--- src/source/settings_pkg.sv ---
// Settings bus definitions

package settings_pkg;

   localparam int SET_ADDR_W = 8;
   localparam int SET_DATA_W = 32;

   // Register map of the receive channel
   typedef enum logic [SET_ADDR_W-1:0] {
      SR_RUN         = 8'd0,
      SR_LED_SW      = 8'd3,
      SR_LED_SRC     = 8'd6,
      SR_TIME_HI     = 8'd10,
      SR_TIME_LO     = 8'd11,
      SR_DC_OFFSET_I = 8'd24,
      SR_DC_OFFSET_Q = 8'd25,
      SR_IQ_SWAP     = 8'd26,
      SR_SPP         = 8'd32,
      SR_DECIM_SHIFT = 8'd48
   } setting_addr_e;

   // 1 = LED driven by hardware, 0 = by software
   localparam logic [7:0] LED_SRC_RESET = 8'h1E;

   typedef struct packed {
      logic               run;
      logic signed [15:0] dc_offset_i;
      logic signed [15:0] dc_offset_q;
      logic               iq_swap;
      logic [3:0]         decim_shift;
      logic [4:0]         spp;
   } rx_config_t;

   localparam rx_config_t RX_CONFIG_RESET = '{
      run:         1'b0,
      dc_offset_i: 16'sd0,
      dc_offset_q: 16'sd0,
      iq_swap:     1'b0,
      decim_shift: 4'd2,
      spp:         5'd16
   };

endpackage

--- src/source/stream_pkg.sv ---
// Sample and stream definitions

package stream_pkg;

   //////////////////////////////////////////////////////////////////////
   // Sample widths

   localparam int ADC_W    = 14;
   localparam int SAMPLE_W = 16;

   // Decimation range, shift of the group length
   localparam logic [3:0] MIN_DECIM_SHIFT = 4'd2;
   localparam logic [3:0] MAX_DECIM_SHIFT = 4'd8;
   localparam int DECIM_ACC_W = SAMPLE_W + MAX_DECIM_SHIFT;

   //////////////////////////////////////////////////////////////////////
   // 36-bit stream words

   localparam int FRAME_W  = 36;
   localparam int FLAG_SOF = 32;
   localparam int FLAG_EOF = 33;
   localparam int FLAG_OVF = 34;

   // Framer limits
   localparam int FIFO_DEPTH = 32;
   localparam int FIFO_AW    = 5;
   localparam logic [4:0] MAX_SPP = 5'd16;

   typedef enum logic [1:0] {
      FR_IDLE,
      FR_HDR_LO,
      FR_FIRST,
      FR_BODY
   } framer_state_e;

endpackage

--- src/source/sample_if.sv ---
// I/Q sample strobe interface

interface sample_if;

   logic signed [stream_pkg::SAMPLE_W-1:0] i;
   logic signed [stream_pkg::SAMPLE_W-1:0] q;
   // One-cycle strobe, no back-pressure
   logic                                   valid;
   logic                                   ovf;

   modport source (
      output i,
      output q,
      output valid,
      output ovf
   );

   modport sink (
      input i,
      input q,
      input valid,
      input ovf
   );

endinterface

--- src/source/control_regs.sv ---
// Control registers and radio time

module control_regs (
   input  logic                                dsp_clk,
   input  logic                                reset_i,
   input  logic                                set_stb_i,
   input  logic [settings_pkg::SET_ADDR_W-1:0] set_addr_i,
   input  logic [settings_pkg::SET_DATA_W-1:0] set_data_i,
   input  logic                                overrun_i,
   output settings_pkg::rx_config_t            cfg_o,
   output logic [63:0]                         vita_time_o,
   output logic [7:0]                          leds_o
);

   settings_pkg::rx_config_t    cfg_q;
   settings_pkg::setting_addr_e set_addr;
   logic [31:0]                 time_hi_q;
   logic [63:0]                 time_q;
   logic [7:0]                  led_sw_q;
   logic [7:0]                  led_src_q;
   logic [7:0]                  led_hw;

   // Keep the shift inside the range the framer can handle
   function automatic logic [3:0] clamp_shift(input logic [31:0] data);
      if (data < stream_pkg::MIN_DECIM_SHIFT)
         return stream_pkg::MIN_DECIM_SHIFT;
      else if (data > stream_pkg::MAX_DECIM_SHIFT)
         return stream_pkg::MAX_DECIM_SHIFT;
      else
         return data[3:0];
   endfunction

   function automatic logic [4:0] clamp_spp(input logic [31:0] data);
      if (data == '0)
         return 5'd1;
      else if (data > stream_pkg::MAX_SPP)
         return stream_pkg::MAX_SPP;
      else
         return data[4:0];
   endfunction

   assign set_addr = settings_pkg::setting_addr_e'(set_addr_i);

   //////////////////////////////////////////////////////////////////////
   // Settings decode

   always_ff @(posedge dsp_clk) begin
      if (reset_i) begin
         cfg_q     <= settings_pkg::RX_CONFIG_RESET;
         time_hi_q <= '0;
         led_sw_q  <= '0;
         led_src_q <= settings_pkg::LED_SRC_RESET;
      end else if (set_stb_i) begin
         case (set_addr)
            settings_pkg::SR_RUN:         cfg_q.run         <= set_data_i[0];
            settings_pkg::SR_LED_SW:      led_sw_q          <= set_data_i[7:0];
            settings_pkg::SR_LED_SRC:     led_src_q         <= set_data_i[7:0];
            settings_pkg::SR_TIME_HI:     time_hi_q         <= set_data_i;
            settings_pkg::SR_DC_OFFSET_I: cfg_q.dc_offset_i <= set_data_i[15:0];
            settings_pkg::SR_DC_OFFSET_Q: cfg_q.dc_offset_q <= set_data_i[15:0];
            settings_pkg::SR_IQ_SWAP:     cfg_q.iq_swap     <= set_data_i[0];
            settings_pkg::SR_SPP:         cfg_q.spp         <= clamp_spp(set_data_i);
            settings_pkg::SR_DECIM_SHIFT: cfg_q.decim_shift <= clamp_shift(set_data_i);
            default: ;
         endcase
      end
   end

   // Radio time, loaded as a whole by the low word write
   always_ff @(posedge dsp_clk) begin
      if (reset_i)
         time_q <= '0;
      else if (set_stb_i && (set_addr == settings_pkg::SR_TIME_LO))
         time_q <= {time_hi_q, set_data_i};
      else
         time_q <= time_q + 64'd1;
   end

   //////////////////////////////////////////////////////////////////////
   // LED source mux

   assign led_hw = {4'b0000, cfg_q.run, overrun_i, 2'b00};
   assign leds_o = (led_src_q & led_hw) | (~led_src_q & led_sw_q);

   assign cfg_o       = cfg_q;
   assign vita_time_o = time_q;

endmodule

--- src/source/decim_stage.sv ---
// Power-of-two decimator

module decim_stage (
   input  logic                     dsp_clk,
   input  logic                     reset_i,
   input  settings_pkg::rx_config_t cfg_i,
   sample_if.sink                   in,
   sample_if.source                 out
);

   logic signed [stream_pkg::DECIM_ACC_W-1:0] acc_i_q;
   logic signed [stream_pkg::DECIM_ACC_W-1:0] acc_q_q;
   logic signed [stream_pkg::DECIM_ACC_W-1:0] sum_i;
   logic signed [stream_pkg::DECIM_ACC_W-1:0] sum_q;
   logic signed [stream_pkg::DECIM_ACC_W-1:0] scaled_i;
   logic signed [stream_pkg::DECIM_ACC_W-1:0] scaled_q;
   logic [stream_pkg::MAX_DECIM_SHIFT-1:0]    grp_cnt_q;
   logic [stream_pkg::MAX_DECIM_SHIFT:0]      grp_len;
   logic                                      grp_ovf_q;
   logic                                      grp_done;

   always_comb begin
      sum_i    = acc_i_q + in.i;
      sum_q    = acc_q_q + in.q;
      // Arithmetic shift, rounds toward minus infinity
      scaled_i = sum_i >>> cfg_i.decim_shift;
      scaled_q = sum_q >>> cfg_i.decim_shift;
      grp_len  = {{stream_pkg::MAX_DECIM_SHIFT{1'b0}}, 1'b1} << cfg_i.decim_shift;
      grp_done = in.valid && ({1'b0, grp_cnt_q} == grp_len - 1'b1);
   end

   //////////////////////////////////////////////////////////////////////
   // Group accumulation

   always_ff @(posedge dsp_clk) begin
      if (reset_i || !cfg_i.run) begin
         acc_i_q   <= '0;
         acc_q_q   <= '0;
         grp_cnt_q <= '0;
         grp_ovf_q <= 1'b0;
         out.valid <= 1'b0;
      end else begin
         out.valid <= grp_done;
         if (grp_done) begin
            acc_i_q   <= '0;
            acc_q_q   <= '0;
            grp_cnt_q <= '0;
            grp_ovf_q <= 1'b0;
         end else if (in.valid) begin
            acc_i_q   <= sum_i;
            acc_q_q   <= sum_q;
            grp_cnt_q <= grp_cnt_q + 1'b1;
            grp_ovf_q <= grp_ovf_q | in.ovf;
         end
      end
   end

   // Decimated output sample
   always_ff @(posedge dsp_clk) begin
      if (grp_done) begin
         out.i   <= scaled_i[stream_pkg::SAMPLE_W-1:0];
         out.q   <= scaled_q[stream_pkg::SAMPLE_W-1:0];
         out.ovf <= grp_ovf_q | in.ovf;
      end
   end

endmodule

--- src/source/rx_core.sv ---
// Receive channel top level

module rx_core (
   input  logic                                dsp_clk,
   input  logic                                reset_i,
   // Settings bus
   input  logic                                set_stb_i,
   input  logic [settings_pkg::SET_ADDR_W-1:0] set_addr_i,
   input  logic [settings_pkg::SET_DATA_W-1:0] set_data_i,
   // ADCs
   input  logic [stream_pkg::ADC_W-1:0]        adc_a_i,
   input  logic [stream_pkg::ADC_W-1:0]        adc_b_i,
   input  logic                                adc_ovf_a_i,
   input  logic                                adc_ovf_b_i,
   // Packet stream, src_rdy/dst_rdy style
   output logic [stream_pkg::FRAME_W-1:0]      rx_data_o,
   output logic                                rx_valid_o,
   input  logic                                rx_ready_i,
   output logic                                overrun_o,
   output logic [7:0]                          leds_o
);

   settings_pkg::rx_config_t cfg;
   logic [63:0]              vita_time;

   sample_if fe_if ();
   sample_if dec_if ();

   control_regs i_regs (
      .dsp_clk     (dsp_clk),
      .reset_i     (reset_i),
      .set_stb_i   (set_stb_i),
      .set_addr_i  (set_addr_i),
      .set_data_i  (set_data_i),
      .overrun_i   (overrun_o),
      .cfg_o       (cfg),
      .vita_time_o (vita_time),
      .leds_o      (leds_o)
   );

   rx_frontend i_frontend (
      .dsp_clk     (dsp_clk),
      .reset_i     (reset_i),
      .cfg_i       (cfg),
      .adc_a_i     (adc_a_i),
      .adc_b_i     (adc_b_i),
      .adc_ovf_a_i (adc_ovf_a_i),
      .adc_ovf_b_i (adc_ovf_b_i),
      .out         (fe_if.source)
   );

   decim_stage i_decim (
      .dsp_clk (dsp_clk),
      .reset_i (reset_i),
      .cfg_i   (cfg),
      .in      (fe_if.sink),
      .out     (dec_if.source)
   );

   vita_framer i_framer (
      .dsp_clk     (dsp_clk),
      .reset_i     (reset_i),
      .cfg_i       (cfg),
      .vita_time_i (vita_time),
      .in          (dec_if.sink),
      .data_o      (rx_data_o),
      .valid_o     (rx_valid_o),
      .ready_i     (rx_ready_i),
      .overrun_o   (overrun_o)
   );

endmodule

--- src/source/rx_frontend.sv ---
// Receive front end

module rx_frontend (
   input  logic                           dsp_clk,
   input  logic                           reset_i,
   input  settings_pkg::rx_config_t       cfg_i,
   input  logic [stream_pkg::ADC_W-1:0]   adc_a_i,
   input  logic [stream_pkg::ADC_W-1:0]   adc_b_i,
   input  logic                           adc_ovf_a_i,
   input  logic                           adc_ovf_b_i,
   sample_if.source                       out
);

   logic [stream_pkg::ADC_W-1:0]          adc_i;
   logic [stream_pkg::ADC_W-1:0]          adc_q;

   // Scale the ADC word up to full width, subtract the offset, saturate
   function automatic logic signed [stream_pkg::SAMPLE_W-1:0] remove_dc(
      input logic [stream_pkg::ADC_W-1:0]          adc,
      input logic signed [stream_pkg::SAMPLE_W-1:0] offset
   );
      logic signed [stream_pkg::SAMPLE_W:0] diff;
      diff = $signed({adc[stream_pkg::ADC_W-1], adc, 2'b00}) - offset;
      if (diff[stream_pkg::SAMPLE_W] != diff[stream_pkg::SAMPLE_W-1])
         return diff[stream_pkg::SAMPLE_W] ?
            {1'b1, {(stream_pkg::SAMPLE_W-1){1'b0}}} :
            {1'b0, {(stream_pkg::SAMPLE_W-1){1'b1}}};
      else
         return diff[stream_pkg::SAMPLE_W-1:0];
   endfunction

   // I from ADC A unless swapped
   assign adc_i = cfg_i.iq_swap ? adc_b_i : adc_a_i;
   assign adc_q = cfg_i.iq_swap ? adc_a_i : adc_b_i;

   always_ff @(posedge dsp_clk) begin
      if (reset_i)
         out.valid <= 1'b0;
      else
         out.valid <= cfg_i.run;
   end

   // Sample registers run freely
   always_ff @(posedge dsp_clk) begin
      out.i   <= remove_dc(adc_i, cfg_i.dc_offset_i);
      out.q   <= remove_dc(adc_q, cfg_i.dc_offset_q);
      out.ovf <= adc_ovf_a_i | adc_ovf_b_i;
   end

endmodule

--- src/source/vita_framer.sv ---
// Timestamped packet framer

module vita_framer (
   input  logic                           dsp_clk,
   input  logic                           reset_i,
   input  settings_pkg::rx_config_t       cfg_i,
   input  logic [63:0]                    vita_time_i,
   sample_if.sink                         in,
   output logic [stream_pkg::FRAME_W-1:0] data_o,
   output logic                           valid_o,
   input  logic                           ready_i,
   output logic                           overrun_o
);

   stream_pkg::framer_state_e      state_q;
   logic [4:0]                     count_q;
   logic                           skip_q;
   logic                           run_q;
   logic [31:0]                    time_lo_q;
   logic [31:0]                    first_iq_q;
   logic                           first_ovf_q;
   logic [stream_pkg::FRAME_W-1:0] fifo_mem [stream_pkg::FIFO_DEPTH];
   logic [stream_pkg::FIFO_AW-1:0] wr_ptr_q;
   logic [stream_pkg::FIFO_AW-1:0] rd_ptr_q;
   logic [stream_pkg::FIFO_AW:0]   fill_q;
   logic [stream_pkg::FRAME_W-1:0] wr_data;
   logic                           wr_en;
   logic                           rd_en;
   logic                           pkt_start;
   logic                           room;
   logic                           last_body;

   function automatic logic [stream_pkg::FRAME_W-1:0] make_word(
      input logic [31:0] payload,
      input logic        sof,
      input logic        eof,
      input logic        ovf
   );
      logic [stream_pkg::FRAME_W-1:0] w;
      w                      = '0;
      w[31:0]                = payload;
      w[stream_pkg::FLAG_SOF] = sof;
      w[stream_pkg::FLAG_EOF] = eof;
      w[stream_pkg::FLAG_OVF] = ovf;
      return w;
   endfunction

   //////////////////////////////////////////////////////////////////////
   // Write port

   always_comb begin
      pkt_start = (state_q == stream_pkg::FR_IDLE) && in.valid && cfg_i.run;
      // Whole packet plus both header words must fit
      room      = (fill_q + cfg_i.spp + 2) <= stream_pkg::FIFO_DEPTH;
      last_body = (count_q == cfg_i.spp - 5'd1);
      wr_en     = 1'b0;
      wr_data   = make_word({in.i, in.q}, 1'b0, last_body, in.ovf);
      case (state_q)
         stream_pkg::FR_IDLE: begin
            wr_en   = pkt_start && room;
            wr_data = make_word(vita_time_i[63:32], 1'b1, 1'b0, 1'b0);
         end
         stream_pkg::FR_HDR_LO: begin
            wr_en   = cfg_i.run;
            wr_data = make_word(time_lo_q, 1'b0, 1'b0, 1'b0);
         end
         stream_pkg::FR_FIRST: begin
            wr_en   = cfg_i.run;
            wr_data = make_word(first_iq_q, 1'b0, cfg_i.spp == 5'd1, first_ovf_q);
         end
         default: wr_en = cfg_i.run && in.valid && !skip_q;
      endcase
   end

   // Packet FSM
   always_ff @(posedge dsp_clk) begin
      if (reset_i) begin
         state_q   <= stream_pkg::FR_IDLE;
         count_q   <= '0;
         skip_q    <= 1'b0;
         run_q     <= 1'b0;
         overrun_o <= 1'b0;
      end else begin
         run_q <= cfg_i.run;
         if (cfg_i.run && !run_q)
            overrun_o <= 1'b0;
         if (!cfg_i.run) begin
            state_q <= stream_pkg::FR_IDLE;
            skip_q  <= 1'b0;
         end else begin
            case (state_q)
               stream_pkg::FR_IDLE: begin
                  if (pkt_start) begin
                     count_q <= 5'd1;
                     skip_q  <= !room;
                     if (room)
                        state_q <= stream_pkg::FR_HDR_LO;
                     else begin
                        // Drop this packet, its samples are counted off in FR_BODY
                        overrun_o <= 1'b1;
                        if (cfg_i.spp != 5'd1)
                           state_q <= stream_pkg::FR_BODY;
                     end
                  end
               end
               stream_pkg::FR_HDR_LO: state_q <= stream_pkg::FR_FIRST;
               stream_pkg::FR_FIRST: begin
                  state_q <= (cfg_i.spp == 5'd1) ? stream_pkg::FR_IDLE : stream_pkg::FR_BODY;
               end
               default: begin
                  if (in.valid) begin
                     count_q <= count_q + 5'd1;
                     if (last_body)
                        state_q <= stream_pkg::FR_IDLE;
                  end
               end
            endcase
         end
      end
   end

   // Low time word and first sample wait for their slots
   always_ff @(posedge dsp_clk) begin
      if (pkt_start) begin
         time_lo_q   <= vita_time_i[31:0];
         first_iq_q  <= {in.i, in.q};
         first_ovf_q <= in.ovf;
      end
   end

   //////////////////////////////////////////////////////////////////////
   // Output FIFO

   assign rd_en   = valid_o && ready_i;
   assign valid_o = (fill_q != '0);
   assign data_o  = fifo_mem[rd_ptr_q];

   always_ff @(posedge dsp_clk) begin
      if (wr_en)
         fifo_mem[wr_ptr_q] <= wr_data;
   end

   always_ff @(posedge dsp_clk) begin
      if (reset_i) begin
         wr_ptr_q <= '0;
         rd_ptr_q <= '0;
         fill_q   <= '0;
      end else begin
         if (wr_en)
            wr_ptr_q <= wr_ptr_q + 1'b1;
         if (rd_en)
            rd_ptr_q <= rd_ptr_q + 1'b1;
         case ({wr_en, rd_en})
            2'b10:   fill_q <= fill_q + 1'b1;
            2'b01:   fill_q <= fill_q - 1'b1;
            default: fill_q <= fill_q;
         endcase
      end
   end

endmodule
--- config.mk ---
export PLATFORM = sky130hd
export DESIGN_NAME = rx_core
export DESIGN_NICKNAME = d
export VERILOG_FILES = /design/src/source/settings_pkg.sv /design/src/source/stream_pkg.sv /design/src/source/sample_if.sv /design/src/source/control_regs.sv /design/src/source/decim_stage.sv /design/src/source/rx_core.sv /design/src/source/rx_frontend.sv /design/src/source/vita_framer.sv
export SDC_FILE = /design/constraint.sdc
export NUM_CORES = 2
export LEC_CHECK = 0
export ABC_AREA = 1
export BUFFER_PORTS_ARGS = -buffer_cell sky130_fd_sc_hd__buf_2
export CAP_MARGIN = 10
export CORE_UTILIZATION = 45
export CTS_CLUSTER_SIZE = 12
export DETAILED_ROUTE_END_ITERATION = 12
export GPL_TIMING_DRIVEN = 1
export PLACE_DENSITY = 0.62
export SLEW_MARGIN = 10
export SYNTH_ARGS = -nofsm -noshare
export SYNTH_HDL_FRONTEND = slang
export SYNTH_SLANG_ARGS = --single-unit
--- constraint.sdc ---
create_clock -name dsp_clk -period 7.5 [get_ports dsp_clk]
set_input_delay 1.5 -clock dsp_clk [delete_from_list [all_inputs] [get_ports dsp_clk]]
set_output_delay 1.5 -clock dsp_clk [all_outputs]
set_load 0.02 [all_outputs]
==> results.md <==
- Status: finished, final reports clean
- Min-delay worst type: reg -> reg
- Final period util: 79.4%
- Hold_buf cts: 0
- FF-to-FF Start: i_framer.fill_q[0]
- Data arrival time of the critical path: 4450 ps
- Seq cells post-synth: 1495
- Post-route ant nets: 0
- Min-delay src: i_regs.time_hi_q[11]
- Sequential share of power: 43.4%
- Multi-input logic area: 22200 um^2
- Lkg Pwr: 27.0 nW
- Max Clock Freq: 168 MHz
- Antenna violations before repair: 2
- Final HPWL DP: 132 mm
- Die height: 388 um
- Top Ports: 120
- Pin count of the biggest net entering global routing: 191
- Die footprint: 150000 um^2
- CTS clock-pin slew for the worst setup and hold paths: 60 ps
- Via Count: 50500
- Gpl congestion: 0.911
- Crit Path Max Fanout: 145
- Clock root buffer: clkbuf_16
- RSZ-0062 raised after global routing: false
- TritonCTS clock tree: built
- Worst skew pair latency: 820 ps
- Residual DRC: 0
- Cts repair resizes: 0
- Initial Utilization: 45.3%
- Area added between synthesis and finish: 12.2%
- Endpoints failing setup: 0
- Fin cells: 8620
- Setup TNS: 0 ps
- PwrDens: 278 nW/um^2
- Period minus WS final: 5950 ps
- Worst-Margin Slew: 1160 ps
- Sw Ratio: 31.2%
- CP endpoint kind: primary output
- WL final: 207 mm
- Slew HR: 22.4%
- CTS Buffer Depth: 3
- Final Cell Area: 75000 um^2
- Placed cell areas: 70100 um^2
- Total track usage: 27.1%
- Ant. Diodes: 0
- Pre-CTS WS: 2460 ps
- DRT Pass-1 Iters: 8
- Critical path launch point type: flip-flop
- Final nets: 6750
- Synth top area cells: edfxtp_1, dfxtp_1, o21ai_0
- Synth cell count leaders: edfxtp_1, nor2_1, nand2_1
- Final WS setup: 1550 ps
- Share of the synthesized area in the top cell type: 54.7%
- Comb pwr share: 20.2%
- Sink Count: 1495
- CTS buffer count: 160
- Syn_nets: 6720
- Drt wl/cell: 24.1 um
- Sequential share of the synthesized area: 63.0%
- R2R Setup Slk: 2810 ps
- H-tree level count: 4
- Fillers: 13200
- Area leader, netlist: edfxtp_1
- Max-Cap Viols: 0
- Vias in the first global route: 48100
- Post-synth EDFFs: 1218
- First-pass GRT wire length: 307 mm
- Top_reg_cell synth: edfxtp_1
- Die width: 388 um
- Core area: 148000 um^2
- Ys Warns: 0
- Final Slew Violations: 0
- Hold Violations, Final: 0
- Dpl cells: 8341
- Num rows: 141
- Synth cell types: 52
- FF/Latch Area: 42100 um^2
- Syn Area/Cell: 10.2 um^2
- Most common cell in the netlist: edfxtp_1
- Asr flop ratio synth: 0%
- I/O Buffers: 118
- Initial DRC Count: 5278
- Pint: 14.3 mW
- Clock share of power: 36.3%
- Post-DR vias/cell: 5.86
- Final setup skew: 56.8 ps
- Syn Inst Count: 6543
- NetSw: 6.49 mW
- Post-Syn Area: 66900 um^2
- Maximum vdd drop: 0.000219 V
- Gr ovfl total: 0
- # Post-CTS Setup Buffers: 0
- Critical Path RT: 6000 ps
- WS Path Type: reg -> out
- Layout cells sized above 1: 8.61%
logic make-up (layout without fill, tap and decap cells):
kind of cell	Yosys count	after routing	share of synthesized area, %
adder cells (fa/ha/maj)	103	103	1.96
buffers and inverters	834	981	4.74
XOR/XNOR	103	103	1.35
AO/OA/AOI/OAI	1538	1538	13.7
AND/OR/NAND/NOR	2468	2468	15.3
flip-flops	1495	1495	63.0
multiplexers	1	1	0.0150
other	1	1	0.00561
sequential cells by signal (all words and copies together), names as in the netlist, 2 cells and up, named ones only:
| name | count |
|---|---|
| i_decim.acc_q_q | 24 |
| i_decim.acc_i_q | 24 |
| i_framer.first_iq_q | 32 |
| i_framer.count_q | 5 |
| i_decim.out.q | 16 |
| i_regs.time_hi_q | 32 |
| i_framer.fifo_mem | 1120 |
| i_regs.vita_time_o | 64 |
| i_framer.state_q | 2 |
| i_regs.led_src_q | 8 |
| i_decim.out.i | 16 |
| i_frontend.out.q | 16 |
| i_framer.fill_q | 6 |
| i_regs.led_sw_q | 8 |
| i_decim.grp_cnt_q | 8 |
| i_framer.time_lo_q | 32 |
| i_framer.rd_ptr_q | 5 |
| i_frontend.out.i | 16 |
| i_framer.wr_ptr_q | 5 |
| i_regs.cfg_o | 43 |
layout make-up:
| class | count | area share [%] |
|---|---|---|
| flip-flops and latches | 1495 | 56.1 |
| multi-input cells | 4214 | 29.6 |
| clock buffers | 208 | 5.73 |
| well taps | 1930 | 3.22 |
| inverters | 469 | 2.38 |
| repair buffers | 233 | 2.02 |
| clock inverters | 71 | 0.925 |
placed cells by master (no fill, tap or decap), types with 65 or more instances in the layout:
cell	instances
nor3_1	65
nor2_1	947
o21ai_0	789
inv_1	458
o221ai_1	221
xor2_1	67
nand2_1	881
clkbuf_16	162
nand3_1	409
dfxtp_1	272
buf_4	110
edfxtp_1	1218
ha_1	99
buf_2	118
a21oi_1	235
power groups by stage:
stage / sequential, mW / clock [mW] / combinational [mW]
2_1_floorplan: 9.13 / 0 / 2.76
3_3_place_gp: 9.22 / 0 / 4.11
3_5_place_dp: 9.22 / 0 / 4.16
4_1_cts: 9.05 / 7.66 / 4.18
5_1_grt: 9.05 / 7.96 / 4.58
6_report: 9.05 / 7.56 / 4.22
worst max-delay path, stage by stage, from the launching register on:
cell and delay, ps:
dfxtp_4 620, inv_8 690, buf_4 630, o21ai_0 180, o221ai_1 200, nand3_1 120, o21ai_0 210, nor2_1 110
a31oi_1 350, buf_2 250
per-stage QoR:
step / hold WS [ps] / util, % / total power [mW]
3_3_place_gp: 433 / 47.4 / 13.3
4_1_cts: 447 / 50.8 / 20.9
2_1_floorplan: 424 / - / 11.9
5_1_grt: 464 / 50.8 / 21.6
3_5_place_dp: 438 / 47.4 / 13.4
6_report: 449 / 50.8 / 20.8
worst paths after layout:
check	endpoint	cells past startpoint
max reg2reg	i_framer.fifo_mem[21][33]	18
max	rx_data_o[29]	9
min reg2reg	i_regs.vita_time_o[43]	2
min	i_regs.vita_time_o[43]	2
routing by layer:
metal	wire length, um	global-route usage, %
met1	86500	37.0
met2	96600	43.8
met3	16200	3.69
met4	8030	10.8
met5	0	0
Power figures use the tool's default switching activity.
